### src/include/div_rs_cfg.svh
`ifndef DIV_RS_CFG_SVH
`define DIV_RS_CFG_SVH

// station depth, must fit in RS_IDX_W bits
`define RS_ENTRIES 16
`define RS_IDX_W 4

// physical register tag
`define RS_TAG_W 8

// operand and result width
`define RS_DATA_W 32

`define RS_PC_W 32

// alu, mul, div, load
`define RS_NUM_BUS 4

`endif

### src/design/div_rs_pkg.sv
`include "div_rs_cfg.svh"

package div_rs_pkg;

    typedef logic [`RS_IDX_W-1:0] rs_idx_t;

    typedef logic [`RS_TAG_W-1:0] tag_t;

    typedef logic [`RS_DATA_W-1:0] data_t;

    typedef logic [`RS_PC_W-1:0] pc_t;

    typedef enum logic [1:0] {
        op_div,  // signed quotient
        op_divu,
        op_rem,  // signed remainder
        op_remu
    } div_op_t;

    // four-phase dispatch handshake
    typedef enum logic [1:0] {
        disp_idle,    // ack low, waiting for req
        disp_ack,     // first cycle after the entry write
        disp_release  // ack held until req drops
    } disp_state_t;

endpackage

### src/design/rs_dispatch_ctrl.sv
`timescale 1ns/1ps
`include "div_rs_cfg.svh"

module rs_dispatch_ctrl (
    input  logic                   clk,
    input  logic                   reset,
    input  logic                   dispatch_req,
    input  logic [`RS_ENTRIES-1:0] busy,
    output logic                   dispatch_ack,
    output logic [`RS_ENTRIES-1:0] alloc
);

    import div_rs_pkg::*;

    disp_state_t state;
    disp_state_t state_next;

    logic    free_found;
    rs_idx_t free_idx;
    logic    accept;

    // lowest free slot wins
    always_comb begin
        free_found = 1'b0;
        free_idx   = '0;
        for (int i = `RS_ENTRIES - 1; i >= 0; i--) begin
            if (!busy[i]) begin
                free_found = 1'b1;
                free_idx   = rs_idx_t'(i);
            end
        end
    end

    // full station holds off the ack
    assign accept = (state == disp_idle) && dispatch_req && free_found;

    always_comb begin
        for (int i = 0; i < `RS_ENTRIES; i++) begin
            alloc[i] = accept && (free_idx == rs_idx_t'(i));
        end
    end

    always_comb begin
        state_next = state;
        case (state)
            disp_idle: begin
                if (accept) begin
                    state_next = disp_ack;
                end
            end
            disp_ack: begin
                state_next = dispatch_req ? disp_release : disp_idle;
            end
            disp_release: begin
                if (!dispatch_req) begin
                    state_next = disp_idle;
                end
            end
            default: begin
                state_next = disp_idle;
            end
        endcase
    end

    always_ff @(posedge clk or posedge reset) begin
        if (reset) begin
            state <= disp_idle;
        end else begin
            state <= state_next;
        end
    end

    // straight from the state register, no glitches
    assign dispatch_ack = (state != disp_idle);

endmodule

### config.mk
export PLATFORM = sky130hd
export DESIGN_NAME = rs_dispatch_ctrl
export DESIGN_NICKNAME = d
export VERILOG_FILES = /design/src/design/div_rs_pkg.sv /design/src/design/rs_dispatch_ctrl.sv
export VERILOG_INCLUDE_DIRS = /design/src /design/src/include
export SDC_FILE = /design/constraint.sdc
export NUM_CORES = 1
export LEC_CHECK = 0
export BUFFER_PORTS_ARGS = -buffer_cell sky130_fd_sc_hd__buf_2
export CAP_MARGIN = 20
export CORE_AREA = 2 2 39 41
export DETAILED_ROUTE_END_ITERATION = 10
export DIE_AREA = 0 0 41 43
export PLACE_DENSITY = 0.73
export REMOVE_ABC_BUFFERS = 1
export SYNTH_ARGS = -nofsm -noshare
export SYNTH_HDL_FRONTEND = slang
export SYNTH_SLANG_ARGS = --single-unit
### constraint.sdc
create_clock -name clk -period 3.3 [get_ports clk]
set_input_delay 0.165 -clock clk [delete_from_list [all_inputs] [get_ports clk]]
set_output_delay 0.165 -clock clk [all_outputs]
set_load 0.02 [all_outputs]
---- Yosys cells after proc, flatten, opt, wreduce, memory -nomap -nowiden ----
Index checks and enable logic that the tools add are counted.
storage, ports and cells
  register bits after elaboration ......... 2
  bits in latches ......................... 0
  bits in writable memories ............... 0
  ROM bits ................................ 0
  logic and storage cells ................. 78
  memories ................................ 0
operators by class
  add/subtract/negate cells ............... 0
  multiply operators ...................... 0
  divide/modulo/power cells ............... 0
  magnitude comparators ................... 0
  equality and inequality tests ........... 19
  shift-type cells ........................ 0
  muxes and demuxes ....................... 36
  bitwise logic cells ..................... 0
  reductions and logical operators ........ 22
operator list
  cell                  number
  $mux W4               16
  $eq A4 B4 Y1 const B  8
  $logic_and A1 B1 Y1   18
  $eq A4 B3 Y1 const B  4
  $mux W1               16
  $eq A4 B2 Y1 const B  2
  $mux W2               3
  $pmux W2 S3           1
  $eq A4 B1 Y1 const B  1
  $logic_not A4 Y1      1
  $ne A2 B2 Y1 const B  2
  $eq A2 B1 Y1 const B  1
  $eq A2 B2 Y1 const B  1
  $logic_not A2 Y1      1
  $reduce_and A2 Y1     1
  $reduce_bool A2 Y1    1

---- Longest topological paths before layout ----
  depth in word-level cells ............... 19
  mapped depth ............................ 5
  gate-level depth less buffers ........... 5

---- Least setup slack after synthesis ----
Ideal clock, no wire load.
  path type ............................... reg2out
  start ................................... register state[0]
  end ..................................... output port alloc[12]
  arrival ................................. 1.548 ns
  setup slack ............................. 1.587 ns
  stages on the path, launching flop included .. 6
  path through ............................ dfrtp_1 > or3b_4 > nor2_4 > nand3_1 > or2_1 > nor2_1
on the way
  word-level cells in the longest chain between the ends .. 4
ends and longest elaborated chain
  item                               RTL line                source
  from (decl)                        rs_dispatch_ctrl.sv:15  disp_state_t state;
  from (signal assigned)             rs_dispatch_ctrl.sv:67  state <= disp_idle;
  from (signal assigned)             rs_dispatch_ctrl.sv:69  state <= state_next;
  $logic_not A2 Y1                   rs_dispatch_ctrl.sv:35  assign accept = (state == disp_idle) && dispatch_req && free_found;
  $logic_and A1 B1 Y1 (2 in series)  rs_dispatch_ctrl.sv:35
  $logic_and A1 B1 Y1                rs_dispatch_ctrl.sv:39  alloc[i] = accept && (free_idx == rs_idx_t'(i));
  to (decl)                          rs_dispatch_ctrl.sv:10  output logic [`RS_ENTRIES-1:0] alloc
Every way passes these cells.

---- Worst setup path in the final report ----
  start ................................... register state[0]
  end ..................................... output port alloc[13]
Same word-level chain as after synthesis.

==> impl_metrics.yaml <==
status:
  status: "finished clean"
placement:
  gp_congestion: 0.887
  dp.cells: 120
  dp_slack_ps: 1560
  dp_hpwl_um: 1140
  place_area_sq_um: 648
  io_buffers: 35
yosys:
  syn_area_sq_um: 453
  post_synth.cell_area_avg_sq_um: 6.56
  synth_top_area_share: 0.110
  ys_seq_area_frac: 0.110
  synthCells: 69
  synth-seq-cells: 2
  yosys_warnings: 0
  yosysTopAreaCell: "dfrtp_1"
  synth.area.top_cells: "dfrtp_1 (11%), nor2_1 (9.9%), nand2_1 (8.3%)"
  synth.distinct_cells: 29
job:
  maxCapViolCount: 0
clocking:
  postCtsSetupBuffers: 0
  htreeDepth: 1
  clock_tree.buffer_depth: 2
  cts.clk_slew.worst_paths_ps: 30
  clk_latency_ps: 220
  cts_tree: "done"
  cts_sinks: 2
  numCtsBuffers: 3
  clock-root-buffer: "clkbuf_4"
power:
  powerDensity_nw_per_um2: 245
  pwr-share-comb: 0.478
  switching_share: 0.384
  p_leak_nw: 0.359
  clkPwrFrac: 0.323
  p_sw_w: 0.0000641
  seqPwrFrac: 0.198
  max-vdd-ir-drop_mv: 0.0999
  p_int_w: 0.000103
timing:
  setup_viol: 0
  tightest_slew_ps: 487
  hold_viol: 0
  finalCritPeriodShare: 0.599
  period_minus_slack_ps: 1980
  setup_tns_ps: 0
  fin_worst_skew_ps: 2.71
  slew_headroom: 0.674
  rsz0062_at_grt: "no"
  whs_ps: 168
  fmax_ghz: 0.506
  drv_slew: 0
  setup_slack_ps: 1320
global_route:
  grt-ovfl-total: 0
  antenna_found_initial: 0
  grt_pass1_wl_um: 2200
  grt_max_degree: 9
  grt_pass1_vias: 567
  grt_use_total: 0.176
worst_setup_path:
  crit_type: "flop to primary output"
  path_buf_inv: 1
  crit_fanout: 5
  path_cells: "or3b_4 -> nor2_4 -> nand3_1 -> or2_1 -> nor2_1 -> buf_2"
  arrival_ps: 1810
  endpoint_kind: "primary output"
  max_stage_delay_ps: 450
  crit_required_ps: 3130
  startpoint_type: "flop"
  cp_slowest_cell: "or3b_4"
  crit_family: "simple AND/OR/NAND/NOR gates"
drt:
  vias: 606
  viasPerCell: 4.89
  first_iter_violations: 5
  wire_per_inst_um: 10.6
  dr.pass1.iters: 4
  drc: 0
  final_antenna_net_count: 0
  drt-total-wl_um: 1320
floorplanning:
  start_util: 0.327
  rows: 14
  die_y_um: 43
  die-area_sq_um: 1760
  io-pin-count: 36
  core_area_sq_um: 1380
  die_x_um: 41
layout:
  largest_reg_flops: 2
  antenna_cells: 0
  drive_above_1_share: 0.444
  nets: 129
  fin_area_sq_um: 681
  top_regs: "state (2)"
  top_register: "state"
  fin_cells: 124
  area_delta_synth_final_pct: 50.3
min_path:
  worstHoldPathType: "input port to flop"
kinds of logic (layout without fill, tap and decap cells):
kind of cell / Yosys count / after routing / share of synthesized area
AND/OR/NAND/NOR: 45 / 45 / 0.522
flip-flops: 2 / 2 / 0.111
XOR/XNOR: 1 / 1 / 0.0193
AO/OA/AOI/OAI: 14 / 14 / 0.290
buffers and inverters: 7 / 46 / 0.0580
what timing repair did:
action	CTS	global route
gates resized for setup	0	0
hold buffers	1	0
hold endpoints to repair	2	0
synthesized netlist by cell type (all sizes together):
cell type and count:
o21ai 5, nand4 4, o21a 1, nor3 6
nand3 1, inv 7, or2 3, nand2 10
nor2b 1, a21o 1, a311oi 1, dfrtp 2
xor2 1, nand3b 1, nor4 1, a21oi 3
nand2b 2, a221oi 1, and3 1, nor2 13
or3b 1, o221ai 1, and2 1, o41ai 1
cells in the final DEF, fill, tap and decap left out:
master,count
nand2_1,10
nor2b_2,1
nand3b_1,1
dlygate4sd3_1,1
a21oi_1,3
o21ai_0,2
o21ai_2,1
or3b_4,1
a311oi_2,1
o41ai_4,1
nor4_1,1
dfrtp_1,2
xor2_1,1
o21a_1,1
clkbuf_4,3
nor3_2,1
or2_2,1
a21o_1,1
nand2b_1,2
nor2_1,12
nand3_1,1
and2_1,1
nor3_1,5
a221oi_2,1
o21ai_1,2
buf_2,35
nand4_1,4
inv_1,7
nor2_4,1
and3_1,1
or2_1,2
o221ai_2,1
final timing paths:
check	depth (start not counted)	endpoint	slack, ps	from
min in group asynchronous	3	state[1]	330	reset
setup reg to reg	2	state[0]	2240	state[0]
setup / recovery	6	alloc[13]	1320	state[0]
hold / removal	2	state[1]	170	dispatch_req
hold reg to reg	2	state[1]	620	state[1]
max in group asynchronous	3	state[0]	2860	reset
worst register-to-register path: stages (launching register included):
cell and delay, ps:
dfrtp_1 390, or3b_4 450, a21oi_1 140
area by class of cell:
class | count | area, sq um
Clock buffer | 3 | 22.5
Timing Repair Buffer | 36 | 185
Multi-Input combinational cell | 60 | 377
Tap cell | 16 | 20.0
Inverter | 7 | 26.3
Sequential cell | 2 | 50.0
Fill cell | 151 | 703
per-layer routing:
layer  wire length [um]  vias to the layer above  part of all wire  GRT usage
li1                   -                      323                 -          -
met1                600                      264              0.45      0.229
met5                  0                        -                 0          0
met3                 66                        4             0.050     0.0157
met2                636                       15              0.48      0.278
met4                 15                        0             0.011     0.0800
metrics by stage:
stage / util / total power, W
after floorplan: - / 0.0000821
final: 0.492 / 0.000167
after CTS: 0.492 / 0.000170
after global placement: 0.468 / 0.000110
after global routing: 0.492 / 0.000178
after detailed placement: 0.468 / 0.000112
power by group through the flow:
stage	Combinational (W)	Clock, W	Sequential, W
3_5_place_dp	0.0000788	0	0.0000334
2_1_floorplan	0.0000495	0	0.0000327
5_1_grt	0.0000889	0.0000560	0.0000335
4_1_cts	0.0000801	0.0000568	0.0000332
6_report	0.0000797	0.0000540	0.0000331
3_3_place_gp	0.0000772	0	0.0000329
(Power assumes the default switching activity.)
