### src/include/div_rs_cfg.svh
`ifndef DIV_RS_CFG_SVH
`define DIV_RS_CFG_SVH

// station depth, must fit in RS_IDX_W bits
`define RS_ENTRIES 16
`define RS_IDX_W 4

// physical register tag
`define RS_TAG_W 8

// operand and result width
`define RS_DATA_W 32

`define RS_PC_W 32

// alu, mul, div, load
`define RS_NUM_BUS 4

`endif

### src/design/div_rs_pkg.sv
`include "div_rs_cfg.svh"

package div_rs_pkg;

    typedef logic [`RS_IDX_W-1:0] rs_idx_t;

    typedef logic [`RS_TAG_W-1:0] tag_t;

    typedef logic [`RS_DATA_W-1:0] data_t;

    typedef logic [`RS_PC_W-1:0] pc_t;

    typedef enum logic [1:0] {
        op_div,  // signed quotient
        op_divu,
        op_rem,  // signed remainder
        op_remu
    } div_op_t;

    // four-phase dispatch handshake
    typedef enum logic [1:0] {
        disp_idle,    // ack low, waiting for req
        disp_ack,     // first cycle after the entry write
        disp_release  // ack held until req drops
    } disp_state_t;

endpackage

### src/design/rs_entry.sv
`timescale 1ns/1ps
`include "div_rs_cfg.svh"

module rs_entry (
    input  logic                                      clk,
    input  logic                                      reset,
    input  logic                                      alloc,
    input  div_rs_pkg::div_op_t                       disp_op,
    input  div_rs_pkg::pc_t                           disp_pc,
    input  div_rs_pkg::tag_t                          disp_dest,
    input  div_rs_pkg::tag_t                          disp_src1_tag,
    input  div_rs_pkg::data_t                         disp_src1_data,
    input  logic                                      disp_src1_valid,
    input  div_rs_pkg::tag_t                          disp_src2_tag,
    input  div_rs_pkg::data_t                         disp_src2_data,
    input  logic                                      disp_src2_valid,
    input  logic [`RS_NUM_BUS-1:0]                    bus_valid,
    input  div_rs_pkg::tag_t  [`RS_NUM_BUS-1:0]       bus_tag,
    input  div_rs_pkg::data_t [`RS_NUM_BUS-1:0]       bus_data,
    input  logic                                      grant,
    output logic                                      busy,
    output logic                                      ready,
    output div_rs_pkg::div_op_t                       ent_op,
    output div_rs_pkg::pc_t                           ent_pc,
    output div_rs_pkg::tag_t                          ent_dest,
    output div_rs_pkg::data_t                         ent_src1,
    output div_rs_pkg::data_t                         ent_src2
);

    import div_rs_pkg::*;

    tag_t  src1_tag;
    tag_t  src2_tag;
    logic  src1_valid;
    logic  src2_valid;

    tag_t  look1;
    tag_t  look2;
    logic  hit1;
    logic  hit2;
    data_t bdata1;
    data_t bdata2;

    // on alloc the incoming tags are snooped, so a same-cycle broadcast is caught
    assign look1 = alloc ? disp_src1_tag : src1_tag;
    assign look2 = alloc ? disp_src2_tag : src2_tag;

    always_comb begin
        hit1   = 1'b0;
        hit2   = 1'b0;
        bdata1 = '0;
        bdata2 = '0;
        for (int b = 0; b < `RS_NUM_BUS; b++) begin
            if (bus_valid[b] && bus_tag[b] == look1) begin
                hit1   = 1'b1;
                bdata1 = bus_data[b];
            end
            if (bus_valid[b] && bus_tag[b] == look2) begin
                hit2   = 1'b1;
                bdata2 = bus_data[b];
            end
        end
    end

    always_ff @(posedge clk or posedge reset) begin
        if (reset) begin
            busy       <= 1'b0;
            src1_valid <= 1'b0;
            src2_valid <= 1'b0;
        end else if (alloc) begin
            busy       <= 1'b1;
            src1_valid <= disp_src1_valid | hit1;
            src2_valid <= disp_src2_valid | hit2;
        end else begin
            if (grant) begin
                busy <= 1'b0;
            end
            if (busy && !src1_valid && hit1) begin
                src1_valid <= 1'b1;
            end
            if (busy && !src2_valid && hit2) begin
                src2_valid <= 1'b1;
            end
        end
    end

    always_ff @(posedge clk) begin
        if (alloc) begin
            ent_op   <= disp_op;
            ent_pc   <= disp_pc;
            ent_dest <= disp_dest;
            src1_tag <= disp_src1_tag;
            src2_tag <= disp_src2_tag;
            ent_src1 <= (!disp_src1_valid && hit1) ? bdata1 : disp_src1_data;
            ent_src2 <= (!disp_src2_valid && hit2) ? bdata2 : disp_src2_data;
        end else if (busy) begin
            if (!src1_valid && hit1) begin
                ent_src1 <= bdata1;  // wakeup
            end
            if (!src2_valid && hit2) begin
                ent_src2 <= bdata2;
            end
        end
    end

    assign ready = busy && src1_valid && src2_valid;

endmodule

### config.mk
export PLATFORM = sky130hd
export DESIGN_NAME = rs_entry
export DESIGN_NICKNAME = d
export VERILOG_FILES = /design/src/design/div_rs_pkg.sv /design/src/design/rs_entry.sv
export VERILOG_INCLUDE_DIRS = /design/src /design/src/include
export SDC_FILE = /design/constraint.sdc
export NUM_CORES = 1
export LEC_CHECK = 0
export ABC_CLOCK_PERIOD_IN_PS = 9180
export BUFFER_PORTS_ARGS = -buffer_cell sky130_fd_sc_hd__clkbuf_2
export CAP_MARGIN = 10
export CORE_AREA = 2 2 154 156
export CTS_CLUSTER_DIAMETER = 100
export DETAILED_ROUTE_END_ITERATION = 12
export DIE_AREA = 0 0 156 158
export SYNTH_ARGS = -nofsm -noshare
export SYNTH_HDL_FRONTEND = slang
export SYNTH_SLANG_ARGS = --single-unit
### constraint.sdc
create_clock -name clk -period 9.18 [get_ports clk]
set_input_delay 0.459 -clock clk [delete_from_list [all_inputs] [get_ports clk]]
set_output_delay 0.459 -clock clk [all_outputs]
set_load 0.02 [all_outputs]
==> Word-level counts from Yosys, hierarchy flattened <==
Cells that the tools add are included.
Widths: inputs -> output; s select.
{ "totals": {"ff_bits": 125, "output_inout_bits": 108, "in_bits": 292, "wordCells": 82} }
{ "op_classes": {"n_mux": 32, "n_eq_ne": 8, "bitwise": 2, "n_reduce_logical": 30} }
{ "ops": {"columns": ["cell", "count"], "rows": [
  ["$mux 32", 16],
  ["$eq 8x8->1", 8],
  ["$logic_and 1x1->1", 18],
  ["$mux 8", 2],
  ["$mux 1", 14],
  ["$reduce_bool 2->1", 6],
  ["$logic_not 1->1", 4],
  ["$reduce_and 2->1", 2],
  ["$or 1x1->1", 2]
]} }

==> Depth between registers and ports, before layout <==
{ "depth": {"word_depth": 11, "ltp_mapped": 11, "ltp_nobuf": 7} }

==> Least setup slack after synthesis <==
No wires, ideal clock.
{ "synth_path": {"path_type": "input -> register", "startpoint": "input port alloc", "endpoint": "register ent_src1[0], enable pin", "setup_slack_ns": 5.140, "setup_time_ns": 0.428, "arrival_time_ns": 3.612, "path_buffers": 2, "path_stages": 9, "cell_sequence": "buf_6 -> buf_2 -> mux2i_2 -> xor2_1 -> nand4_1 -> nor3_1 -> or4_4 -> nand2_1 -> o21bai_1"} }
{ "synth_between": {"elab_chain_cells": 10} }
{ "synth_lines": {"columns": ["item", "line", "source"], "rows": [
  ["start: declaration", "rs_entry.sv:7", "input logic alloc,"],
  ["$mux 8", null, null],
  ["$eq 8x8->1", "rs_entry.sv:54", "if (bus_valid[b] && bus_tag[b] == look1) begin"],
  ["$logic_and 1x1->1", "rs_entry.sv:54", null],
  ["$mux 1 (4 in a row)", "rs_entry.sv:54", null],
  ["$logic_and 1x1->1", "rs_entry.sv:97", "if (!src1_valid && hit1) begin"],
  ["$reduce_bool 2->1 (no line)", null, null],
  ["$reduce_and 2->1 (no line) *", null, null],
  ["end signal: assignment", "rs_entry.sv:94", "ent_src1 <= (!disp_src1_valid && hit1) ? bdata1 : disp_src1_data;"],
  ["end signal: assignment", "rs_entry.sv:98", "ent_src1 <= bdata1;"],
  ["end: declaration", "rs_entry.sv:26", "output div_rs_pkg::data_t ent_src1,"]
]} }
Every way passes the cells marked *; elsewhere a longest branch is shown, timed or not.
A chain may end at the register's enable or synchronous reset.

==> Final worst setup path <==
{ "layout_path": {"startpoint": "input port alloc", "endpoint": "register ent_src1[30], enable pin"} }
The elaborated chain is that of the path after synthesis.

==> metrics <==
status=finished clean; fin crit share=between 40% and 50%; pin count of the biggest net entering global routing=59; clock latency on the worst-skew pair=0.42 ns; worst hold start=disp_pc[26]; final core occ=a little under half; Top FF cell, synth=edfxtp_1; RSZ-0062 raised after global routing=no; Synth cell types=42; CORE AREA=between 20000 and 25000 um2; hold crit path type=primary input to flip-flop; Final min period=approximately 4.4 ns; Clock Skew=0.00947 ns; Hold EP=ent_pc[26]$_DFFE_PP_; H-tree depth=4; final hold slack=0.212 ns; Die Ht=roughly 160 um; FILL cells=2228; RD Place Congestion=a little over 0.9; Max Slew Vio Count=0; die area=approximately 25000 um2; fin area=10400 um2; first-pass GRT wire length=41100 um; DP Area=a little under 10000 um2; Max Fanout on Critical Path=37; Critical Path AT=4.47 ns; post-synthesis sequential area ratio=about 48%; final setup violating endpoints=0; Remaining Overflow, GRT=0; routed len/inst=21.7 um; Top Family by Delay on Critical Path=buffers and inverters; PwrDens=157 nW/um2; endpoints failing hold=0; total track usage=22.5%; CTS clock-pin slew for the worst setup and hold paths=~0.07 ns; io pins=400; reg2reg end=ent_src1[30]$_DFFE_PP_; most numerous cell on the critical path=buf_4; worst hold path depth=1; critical path class=primary input to flip-flop; Post CTS Setup Buffer Count=0; area grow syn2layout=38.2%; Place WS=4.25 ns; Worst Tran Pin Value=between 1 and 1.5 ns; Rows=56; Worst R2R Path Depth=8; total CTS buffers=17; Detailed Place HPWL=around 21000 um; crit-path max cell delay=0.92 ns; VDD IR max=101 uV; drt first-iter violations=379; vias in the first global route=6876; antenna viol nets, final=0; Vias=6799; CTS Root Cell=clkbuf_16; number of vias per cell=roughly 5.1; die width=~160 um; fmax=225 MHz; Max Cap Viol=0; Buf/Inv on CP=3; fraction of layout instances using a drive strength above 1=48.2%; Worst setup EP type=flip-flop; Cell Area, Synth=roughly 7500 um2; port buffer count=399; Worst Setup Start Kind=primary input; worst r2r src=src1_tag[0]$_DFF_P_; final wirelength=28900 um; leakage=4.67 nW; syn_area_per_cell=approximately 12 um2; Clock Tree Buf Depth=2; drt drc=0; Layout Nets=1314; Yosys warnings=0; DRT Pass-1 Iters=5; Req. time, crit path=9.21 ns; initial antenna violation count=3; slowest CP cell=o21bai_4; setup TNS=0 ns; clk sinks=125; Mapped Nets=between 900 and 1000; setup slack, reg-to-reg=5.62 ns; Setup WS post-layout=4.74 ns; normalized max-slew margin=about a fifth; Mapped Cells=approximately 630; worst-path cell chain=buf_4 > buf_4 > mux2i_2 > xor2_1 > nand4_1 > nor3_4 > buf_4 > or4_4 > nand2_1 > o21bai_4; Initial Util=about a third; number of flops mapped to enable cells by yosys=roughly 110; TritonCTS clock tree=yes; asr flop ratio synth=2.40%; Yosys reg bits=125
==> flip-flops by register name, indices dropped and copies added, names as in the netlist <==
| signal | flops |
|---|---|
| ent_src1 | 32 |
| src2_valid | 1 |
| busy | 1 |
| ent_pc | 32 |
| ent_op | 2 |
| ent_dest | 8 |
| src2_tag | 8 |
| src1_tag | 8 |
| ent_src2 | 32 |
| src1_valid | 1 |
==> layer usage <==
| layer | track usage, % | vias to the layer above | wire (um) |
|---|---|---|---|
| met5 | 0 | - | 0 |
| met4 | 8.17 | 0 | 601 |
| met3 | 5.09 | 36 | 2030 |
| met2 | 37.4 | 326 | 14100 |
| met1 | 28.9 | 3266 | 12100 |
| li1 | - | 3171 | - |
==> layout make-up <==
| type | instances | area [um2] | area share (%) |
|---|---|---|---|
| multi-input cells | 417 | 3630 | 34.8 |
| diodes | 3 | 7.51 | 0.0721 |
| inverters | 52 | 195 | 1.87 |
| flip-flops and latches | 125 | 3580 | 34.4 |
| repair buffers | 409 | 2080 | 19.9 |
| well taps | 290 | 363 | 3.49 |
| clock inverters | 15 | 138 | 1.32 |
| clock buffers | 17 | 425 | 4.09 |
==> logic make-up (layout without fill, tap and decap cells) <==
| kind of cell | after synthesis | in the layout | share of synthesized area, % |
|---|---|---|---|
| AOI/OAI and AO/OA | 74 | 74 | 7.89 |
| muxes | 152 | 152 | 22.9 |
| DFF | 125 | 125 | 47.5 |
| xor gates and xnor gates | 64 | 64 | 7.44 |
| buffers and inverters | 91 | 493 | 5.40 |
| and+or+nand+nor | 127 | 127 | 8.90 |
| other | 0 | 3 | 0 |
==> how the worst max path moves through the flow <==
stage | start | endpoint | slack [ns] | cells past startpoint
floorplan | alloc | ent_src1[0]$_DFFE_PP_ | 5.14 | 9
global placement | alloc | ent_src1[21]$_DFFE_PP_ | 4.28 | 10
detailed placement | alloc | ent_src1[23]$_DFFE_PP_ | 4.25 | 10
CTS | alloc | ent_src1[30]$_DFFE_PP_ | 4.67 | 10
global route | alloc | ent_src1[28]$_DFFE_PP_ | 4.50 | 10
finish | alloc | ent_src1[30]$_DFFE_PP_ | 4.74 | 10
==> synthesized netlist by cell type, types with 15 or more instances <==
| cell type | instances | area [um2] |
|---|---|---|
| buf_2 | 15 | 75.1 |
| clkbuf_1 | 15 | 56.3 |
| dfxtp_1 | 16 | 320 |
| edfxtp_1 | 106 | 3180 |
| inv_1 | 52 | 195 |
| mux2_1 | 38 | 428 |
| mux2_2 | 26 | 293 |
| mux2i_1 | 72 | 721 |
| nand2_1 | 29 | 109 |
| nand3_1 | 62 | 310 |
| o211ai_1 | 21 | 158 |
| o221ai_1 | 35 | 307 |
| xor2_1 | 57 | 499 |
==> stage by stage <==
step / instances / total power [W]
floorplan: 633 / 0.000840
global placement: 1292 / 0.000982
detailed placement: 1292 / 0.000985
CTS: 1325 / 0.00165
global route: 1326 / 0.00170
finish: 1328 / 0.00164
==> worst reg2reg max path, cell delays in order (launching register included) <==
cell	delay [ns]
dfxtp_1	0.31
mux2i_2	0.41
xor2_1	0.20
nand4_1	0.15
nor3_4	0.15
buf_4	0.61
or4_4	0.30
nand2_1	0.10
o21bai_4	0.92
==> cells in the final DEF, fill, tap and decap left out, drive strengths merged, types with 16 or more instances in the layout <==
cell / count
nand2: 30
mux2i: 88
edfxtp: 106
inv: 62
nand3: 63
xor2: 57
mux2: 64
dfxtp: 16
o211ai: 23
o221ai: 35
clkbuf: 415
==> power breakdown <==
part / internal (W) / switching (W) / leakage, nW
Combinational: 0.000123 / 0.000174 / 3.16
Clock: 0.000359 / 0.000303 / 0.276
Sequential: 0.000662 / 0.0000146 / 1.24
Total: 0.00114 / 0.000492 / 4.67
==> timing repair <==
item,in CTS,in global routing
hold buffers,1,0
gates resized for setup,0,0
endpoints found under the hold margin,3,0
(Power assumes the default switching activity.)
