[src/include/div_rs_cfg.svh]
`ifndef DIV_RS_CFG_SVH
`define DIV_RS_CFG_SVH

// station depth, must fit in RS_IDX_W bits
`define RS_ENTRIES 16
`define RS_IDX_W 4

// physical register tag
`define RS_TAG_W 8

// operand and result width
`define RS_DATA_W 32

`define RS_PC_W 32

// alu, mul, div, load
`define RS_NUM_BUS 4

`endif

[src/design/div_rs_pkg.sv]
`include "div_rs_cfg.svh"

package div_rs_pkg;

    typedef logic [`RS_IDX_W-1:0] rs_idx_t;

    typedef logic [`RS_TAG_W-1:0] tag_t;

    typedef logic [`RS_DATA_W-1:0] data_t;

    typedef logic [`RS_PC_W-1:0] pc_t;

    typedef enum logic [1:0] {
        op_div,  // signed quotient
        op_divu,
        op_rem,  // signed remainder
        op_remu
    } div_op_t;

    // four-phase dispatch handshake
    typedef enum logic [1:0] {
        disp_idle,    // ack low, waiting for req
        disp_ack,     // first cycle after the entry write
        disp_release  // ack held until req drops
    } disp_state_t;

endpackage

[src/design/rs_issue_select.sv]
`timescale 1ns/1ps
`include "div_rs_cfg.svh"

module rs_issue_select (
    input  logic                                       clk,
    input  logic                                       reset,
    input  logic [`RS_ENTRIES-1:0]                     ready,
    input  div_rs_pkg::div_op_t [`RS_ENTRIES-1:0]      ent_op,
    input  div_rs_pkg::pc_t     [`RS_ENTRIES-1:0]      ent_pc,
    input  div_rs_pkg::tag_t    [`RS_ENTRIES-1:0]      ent_dest,
    input  div_rs_pkg::data_t   [`RS_ENTRIES-1:0]      ent_src1,
    input  div_rs_pkg::data_t   [`RS_ENTRIES-1:0]      ent_src2,
    output logic [`RS_ENTRIES-1:0]                     grant,
    output logic                                       issue_valid,
    output div_rs_pkg::div_op_t                        issue_op,
    output div_rs_pkg::pc_t                            issue_pc,
    output div_rs_pkg::tag_t                           issue_dest,
    output div_rs_pkg::data_t                          issue_src1,
    output div_rs_pkg::data_t                          issue_src2
);

    import div_rs_pkg::*;

    rs_idx_t head;
    rs_idx_t sel;
    rs_idx_t head_next;
    logic    found;

    // scan upward from head with wraparound, first ready wins
    always_comb begin
        found = 1'b0;
        sel   = head;
        for (int k = 0; k < `RS_ENTRIES; k++) begin
            if (!found && ready[(int'(head) + k) % `RS_ENTRIES]) begin
                found = 1'b1;
                sel   = rs_idx_t'((int'(head) + k) % `RS_ENTRIES);
            end
        end
    end

    always_comb begin
        for (int i = 0; i < `RS_ENTRIES; i++) begin
            grant[i] = found && (sel == rs_idx_t'(i));
        end
    end

    // one past the winner
    assign head_next = rs_idx_t'((int'(sel) + 1) % `RS_ENTRIES);

    always_ff @(posedge clk or posedge reset) begin
        if (reset) begin
            head        <= '0;
            issue_valid <= 1'b0;
        end else begin
            issue_valid <= found;  // single-cycle pulse per issue
            if (found) begin
                head <= head_next;
            end
        end
    end

    always_ff @(posedge clk) begin
        if (found) begin
            issue_op   <= ent_op[sel];
            issue_pc   <= ent_pc[sel];
            issue_dest <= ent_dest[sel];
            issue_src1 <= ent_src1[sel];
            issue_src2 <= ent_src2[sel];
        end
    end

endmodule

[config.mk]
export PLATFORM = sky130hd
export DESIGN_NAME = rs_issue_select
export DESIGN_NICKNAME = d
export VERILOG_FILES = /design/src/design/div_rs_pkg.sv /design/src/design/rs_issue_select.sv
export VERILOG_INCLUDE_DIRS = /design/src /design/src/include
export SDC_FILE = /design/constraint.sdc
export NUM_CORES = 1
export LEC_CHECK = 0
export BUFFER_PORTS_ARGS = -buffer_cell sky130_fd_sc_hd__buf_2
export CAP_MARGIN = 30
export CORE_AREA = 5 5 710 712
export CTS_CLUSTER_SIZE = 8
export DETAILED_ROUTE_END_ITERATION = 8
export DIE_AREA = 0 0 715 717
export SYNTH_ARGS = -nofsm -noshare
export SYNTH_HDL_FRONTEND = slang
export SYNTH_SLANG_ARGS = --single-unit
[constraint.sdc]
create_clock -name clk -period 8.7 [get_ports clk]
set_input_delay 0.87 -clock clk [delete_from_list [all_inputs] [get_ports clk]]
set_output_delay 0.87 -clock clk [all_outputs]
set_load 0.03 [all_outputs]
=== Yosys cells after proc, flatten, opt, wreduce, memory -nomap -nowiden ===
Cells that the tools add are included.

* Magnitude comparators: 17
* Reduce and logical (&&, ||, !) cells: 62
* Bitwise operators: 15
* Equality and inequality tests: 15
* Add/sub/neg operators: 16
* Multiplexer cells: 88

{| class="wikitable"
|+ Operators by type and width
! cell !! number
|-
| binary-select mux 32 bit (select 4 bit) || 3
|-
| two-way mux 32 bit || 3
|-
| less-than comparator 5 x 6 -> 1 bit, second input constant || 15
|-
| binary-select mux 1 bit (select 4 bit) || 16
|-
| two-way mux 4 bit || 15
|-
| OR reduction 4 bit || 15
|-
| two-way mux 1 bit || 47
|-
| adder 4 bit, second input constant || 8
|-
| binary-select mux 8 bit (select 4 bit) || 1
|-
| == test 4 bit, second input constant || 8
|-
| logical AND 1 bit || 31
|-
| adder 4 x 3 -> 4 bit, second input constant || 4
|-
| == test 4 x 3 -> 1 bit, second input constant || 4
|-
| AND 1 bit, first input constant || 15
|-
| logical NOT 1 bit || 15
|-
| less-than comparator 4 x 5 -> 1 bit, second input constant || 2
|-
| adder 4 x 1 -> 4 bit, second input constant || 2
|-
| adder 4 x 2 -> 4 bit, second input constant || 2
|-
| binary-select mux 2 bit (select 4 bit) || 1
|-
| == test 4 x 2 -> 1 bit, second input constant || 2
|-
| two-way mux 8 bit || 1
|-
| == test 4 x 1 -> 1 bit, second input constant || 1
|-
| logical NOT 4 bit || 1
|-
| two-way mux 2 bit || 1
|}

* Bits in registers: 111
* Word-level logic and storage cells: 220

=== Logic depth before layout (Yosys ltp) ===
* Depth in word-level cells: 52
* Depth in mapped cells: 24

=== Least setup slack after synthesis ===
Ideal clock, no wire load.

* Path kind: reg2out
* From: register head[1]
* To: output grant[0]
* Data required time: 7.830 ns
* Setup slack: 0.747 ns
* Stages on the path, launching flop included: 15
* Buffers on the path: 4
* Arrival time: 7.083 ns
* Cell sequence: dfrtp_1 buf_2 buf_2 inv_1 ha_1 buf_4 clkinv_1 mux2i_1 mux4_2 nand4b_1 nor4_4 nand4_1 clkbuf_1 nand2_1 nor2_1

* Elaborated cells on any way between the ends: 125

{| class="wikitable"
|+ RTL lines
! what !! line !! source
|-
| start, declared || rs_issue_select.sv:24 || <nowiki>rs_idx_t head;</nowiki>
|-
| start signal, assigned || rs_issue_select.sv:57 || <nowiki>head <= head_next;</nowiki>
|-
| adder 4 x 1 -> 4 bit / binary-select mux 1 bit (select 4 bit) (equally long branches) || rs_issue_select.sv:34 || <nowiki>if (!found && ready[(int'(head) + k) % `RS_ENTRIES]) begin</nowiki>
|-
| binary-select mux 1 bit (select 4 bit) / two-way mux 1 bit (equally long branches) || rs_issue_select.sv:34 ||
|-
| two-way mux 1 bit || rs_issue_select.sv:34 ||
|-
| two-way mux 1 bit / logical NOT 1 bit (equally long branches) || rs_issue_select.sv:34 ||
|-
| logical AND 1 bit || rs_issue_select.sv:34 ||
|-
| two-way mux 1 bit || rs_issue_select.sv:34 ||
|-
| logical NOT 1 bit || rs_issue_select.sv:34 ||
|-
| logical AND 1 bit || rs_issue_select.sv:34 ||
|-
| (+34 left out) || - ||
|-
| logical NOT 1 bit || rs_issue_select.sv:34 ||
|-
| logical AND 1 bit || rs_issue_select.sv:34 ||
|-
| two-way mux 1 bit || rs_issue_select.sv:34 ||
|-
| logical NOT 1 bit || rs_issue_select.sv:34 ||
|-
| logical AND 1 bit || rs_issue_select.sv:34 ||
|-
| two-way mux 1 bit (*) || rs_issue_select.sv:34 ||
|-
| via found || rs_issue_select.sv:27 || <nowiki>logic found;</nowiki>
|-
| logical AND 1 bit (*) || rs_issue_select.sv:43 || <nowiki>grant[i] = found && (sel == rs_idx_t'(i));</nowiki>
|-
| end, declared || rs_issue_select.sv:13 || <nowiki>output logic [`RS_ENTRIES-1:0] grant,</nowiki>
|}

The timed path passes the listed nets; every way through them passes the cells marked *. The select of a mux whose other input is x is not followed.

=== Final worst setup path ===
* From: register head[2]
* To: output grant[12]

* Longest elaborated chain between the ends: 50
* Elaborated cells on any way between the ends: 125

{| class="wikitable"
|+ RTL lines
! what !! line
|-
| adder 4 x 1 -> 4 bit / binary-select mux 1 bit (select 4 bit) (equally long branches) || rs_issue_select.sv:34, rs_issue_select.sv:36
|-
| binary-select mux 1 bit (select 4 bit) / two-way mux 1 bit (equally long branches) || rs_issue_select.sv:34
|-
| two-way mux 1 bit || rs_issue_select.sv:34
|-
| two-way mux 1 bit / logical NOT 1 bit (equally long branches) || rs_issue_select.sv:34
|-
| logical AND 1 bit || rs_issue_select.sv:34
|-
| two-way mux 1 bit || rs_issue_select.sv:34
|-
| logical NOT 1 bit || rs_issue_select.sv:34
|-
| logical AND 1 bit || rs_issue_select.sv:34
|-
| (+34 left out) || -
|-
| logical NOT 1 bit || rs_issue_select.sv:34
|-
| logical AND 1 bit || rs_issue_select.sv:34
|-
| two-way mux 1 bit || rs_issue_select.sv:34
|-
| logical NOT 1 bit || rs_issue_select.sv:34
|-
| logical AND 1 bit || rs_issue_select.sv:34
|-
| two-way mux 4 bit || rs_issue_select.sv:34
|-
| == test 4 bit || rs_issue_select.sv:43
|-
| logical AND 1 bit (*) || rs_issue_select.sv:43
|}

Mark *: on every way between the ends. The rest lies on a longest branch, timed or not. The select of a mux whose other input is x is not followed.

==> key figures <==
Clock tree
  • CTS root buf: clkbuf_16
  • Clk_lat worst skew: 0.60 ns
  • H-tree levels: 3
  • Max Root-Sink Buffers: 3
  • CTS tree: done
  • Num CTS Buffers: 13
  • CTS Sinks: approximately 110
  • Clock Pin Slew Worst Setup and Hold Paths: 0.15 ns
  • CTS resizes: 0
  • Hold-fix buffers, CTS: 0
  • Setup bufs post-CTS: 0

Yosys
  • Synth unique cells: 71
  • Cell area after technology mapping: 20900 µm²
  • Syn nets: between 4000 and 5000
  • Ys async rst share: under 10%
  • Flip-flop and latch count after synthesis: 111
  • Ys Warns: 0
  • Post-synthesis sequential area ratio: between 10% and 20%
  • Number of synthesized flops with an enable pin: 106
  • Gate Count Post-Synth: about 2700
  • Most used DFF post-synth: edfxtp_1
  • Mean Syn Cell Area: 7.68 µm²

Timing
  • Crit share post-route: between 80% and 90%
  • Slew Limit Fails: 0
  • RSZ-0062 raised after global routing: false
  • Max Freq: roughly 130 MHz
  • Least-Margin Pin Slew: roughly 1.1 ns
  • Min Clock Period, post-route: roughly 7.5 ns
  • Final hold violation count: 0
  • Setup TNS: 0 ns
  • Setup-failing EPs final: 0
  • Relative slew margins: about a quarter
  • Clock skew: around 0.064 ns

Layout
  • Fin nets: slightly above 6000
  • P&R area growth vs syn: 90.9%
  • Layout cells sized above 1: between 50% and 60%

GRT
  • Vias in the first global route: roughly 31000
  • Gr usage total: around 13%
  • First-pass GRT wire length: roughly 410 mm
  • Initial antenna violation count: 241
  • Pin count of the biggest net entering global routing: 74
  • Grt total ovfl: 0

Critical path
  • Crit path DAT: ~6.7 ns
  • Worst path required time: between 7 and 8 ns
  • Worst setup SP type: flip-flop
  • Critical Path End Type: output pin
  • Crit path kind: reg -> out
  • Worst Path Max Fanout: 33

Die
  • Initial Util: 4.21%
  • Core Region: slightly below 500000 µm²
  • Die X: a little over 700 µm
  • Die Y: 717 µm
  • Die area: about 510000 µm²
  • # IOs: ~1800
  • Row count: between 200 and 300

Route
  • WL/cell: between 30 and 40 µm
  • WL final: approximately 350 mm
  • DRT Pass-1 Iters: 7
  • # DRC: 0
  • Drt first-iter violations: between 3000 and 4000
  • Via density: 2.88
  • Vias: between 30000 and 40000
  • Post-route ant nets: 0

Job
  • Max Cap Viol: 0

Hold path
  • Tightest Hold Check Type: in -> async

Placement
  • HPWL Detailed: 308 mm
  • IO Port Bufs: 1836
  • Gpl congestion: 0.993

Status
  • Status: completed
[layout by cell type (no fill, tap or decap), drive strengths merged, types with 3 or more instances in the layout]
cell	synthesis	routed
nor4	24	24
nand2	745	745
clkbuf	103	13
o211ai	7	7
a311oi	3	3
dfrtp	5	5
and3	5	5
buf	151	2027
o221ai	4	4
a32oi	36	36
or2	4	4
inv	8	9
a31oi	4	4
bufinv	0	3
nor2b	3	3
mux2	117	117
a211o	5	5
nor3	57	57
o211a	3	3
nand3	318	318
ha	11	11
mux2i	536	536
or3	4	4
edfxtp	106	106
and2	6	6
diode	0	103
a22o	23	23
o21ai	16	16
nand3b	4	4
nand2b	4	4
nor2	35	35
xnor2	12	12
and4	35	35
nand4b	3	3
a21oi	133	133
mux4	61	61
o22ai	102	102
[path summary, 6_finish.rpt]
check | start | endpoint | slack, ns | cells past startpoint
worst max-delay path | head[2] | grant[12] | 1.16 | 16
worst min-delay path | reset | issue_valid | 0.19 | 2
worst max register to register | head[2] | issue_src1[14] | 1.52 | 16
worst min register to register | head[1] | head[1] | 0.76 | 2
max in group asynchronous | reset | head[3] | 8.27 | 2
min in group clk | ent_src2[451] | issue_src2[3] | 0.70 | 4
[area by class of cell]
type | count | area [µm²]
clock inverters | 4 | 98.8
fillers | 58767 | 457000
clock buffers | 13 | 325
flip-flops and latches | 111 | 3310
inverters | 10 | 52.6
diodes | 103 | 258
repair buffers | 2027 | 11100
multi-input cells | 2347 | 16400
well taps | 6655 | 8330
[worst max-delay path, cell delays in order (launching register included)]
cell and delay (ns):
dfrtp_1 0.88, inv_1 0.14, ha_1 0.78, mux4_2 0.44, mux2i_1 0.36, o211a_1 0.34, nand4b_1 0.34, or3_1 0.50
a311oi_2 0.31, a311oi_1 0.10, or2_4 0.38, inv_8 0.39, buf_4 0.30, ha_1 0.19, nand2_1 0.16, nor2_1 0.17
buf_2 0.22
[through the flow]
stage          area, µm²  instances  worst slack [ns]  util, %  hold slack [ns]
6_report           39900      11270              1.16     8.04            0.186
5_1_grt            39700      11195             0.755     8.01            0.144
4_1_cts            39700      11166              1.05     7.99            0.117
3_5_place_dp       39200      11149              1.35     7.90            0.726
3_3_place_gp       39000      11131              1.06     7.85            0.722
2_1_floorplan      20900       2722             0.747        -            0.649
[logic make-up (layout without fill, tap and decap cells)]
logic type / Yosys count / after routing / share of synthesized area [%]
AOI/OAI and AO/OA: 356 / 356 / 11.0
xor gates and xnor gates: 14 / 14 / 0.712
adders and majority gates: 11 / 11 / 0.658
buffers and inverters: 264 / 2054 / 6.74
DFF: 111 / 111 / 15.8
muxes: 714 / 714 / 38.6
other: 0 / 103 / 0
and+or+nand+nor: 1252 / 1252 / 26.5
[metal layers]
layer	track usage, %	vias up	wire length [µm]
met3	3.66	465	31900
met4	2.73	66	9180
met2	21.3	2330	163000
li1	-	13759	-
met1	16.1	15880	142000
met5	0	-	430
[cell usage after synthesis, types with 33 or more instances]
cell type,instances,area share [%]
and4_1,35,1.5
nor2_1,33,0.59
mux2_2,113,6.1
nand3_1,317,7.6
a32oi_1,36,1.5
nor3_1,57,1.4
a21oi_1,133,3.2
nand2_1,745,13
mux4_2,61,6.6
clkbuf_1,101,1.8
edfxtp_1,106,15
o22ai_1,102,3.1
mux2i_1,535,26
buf_2,80,1.9
[flip-flops by register name, summed over array words and instances (netlist names)]
signal,cells
issue_op,2
head,4
issue_src1,32
issue_valid,1
issue_pc,32
issue_dest,8
issue_src2,32
Power is left out: the tool's default activity adds up to more than one toggle a clock period on the data nets, which glitch-free logic cannot reach.
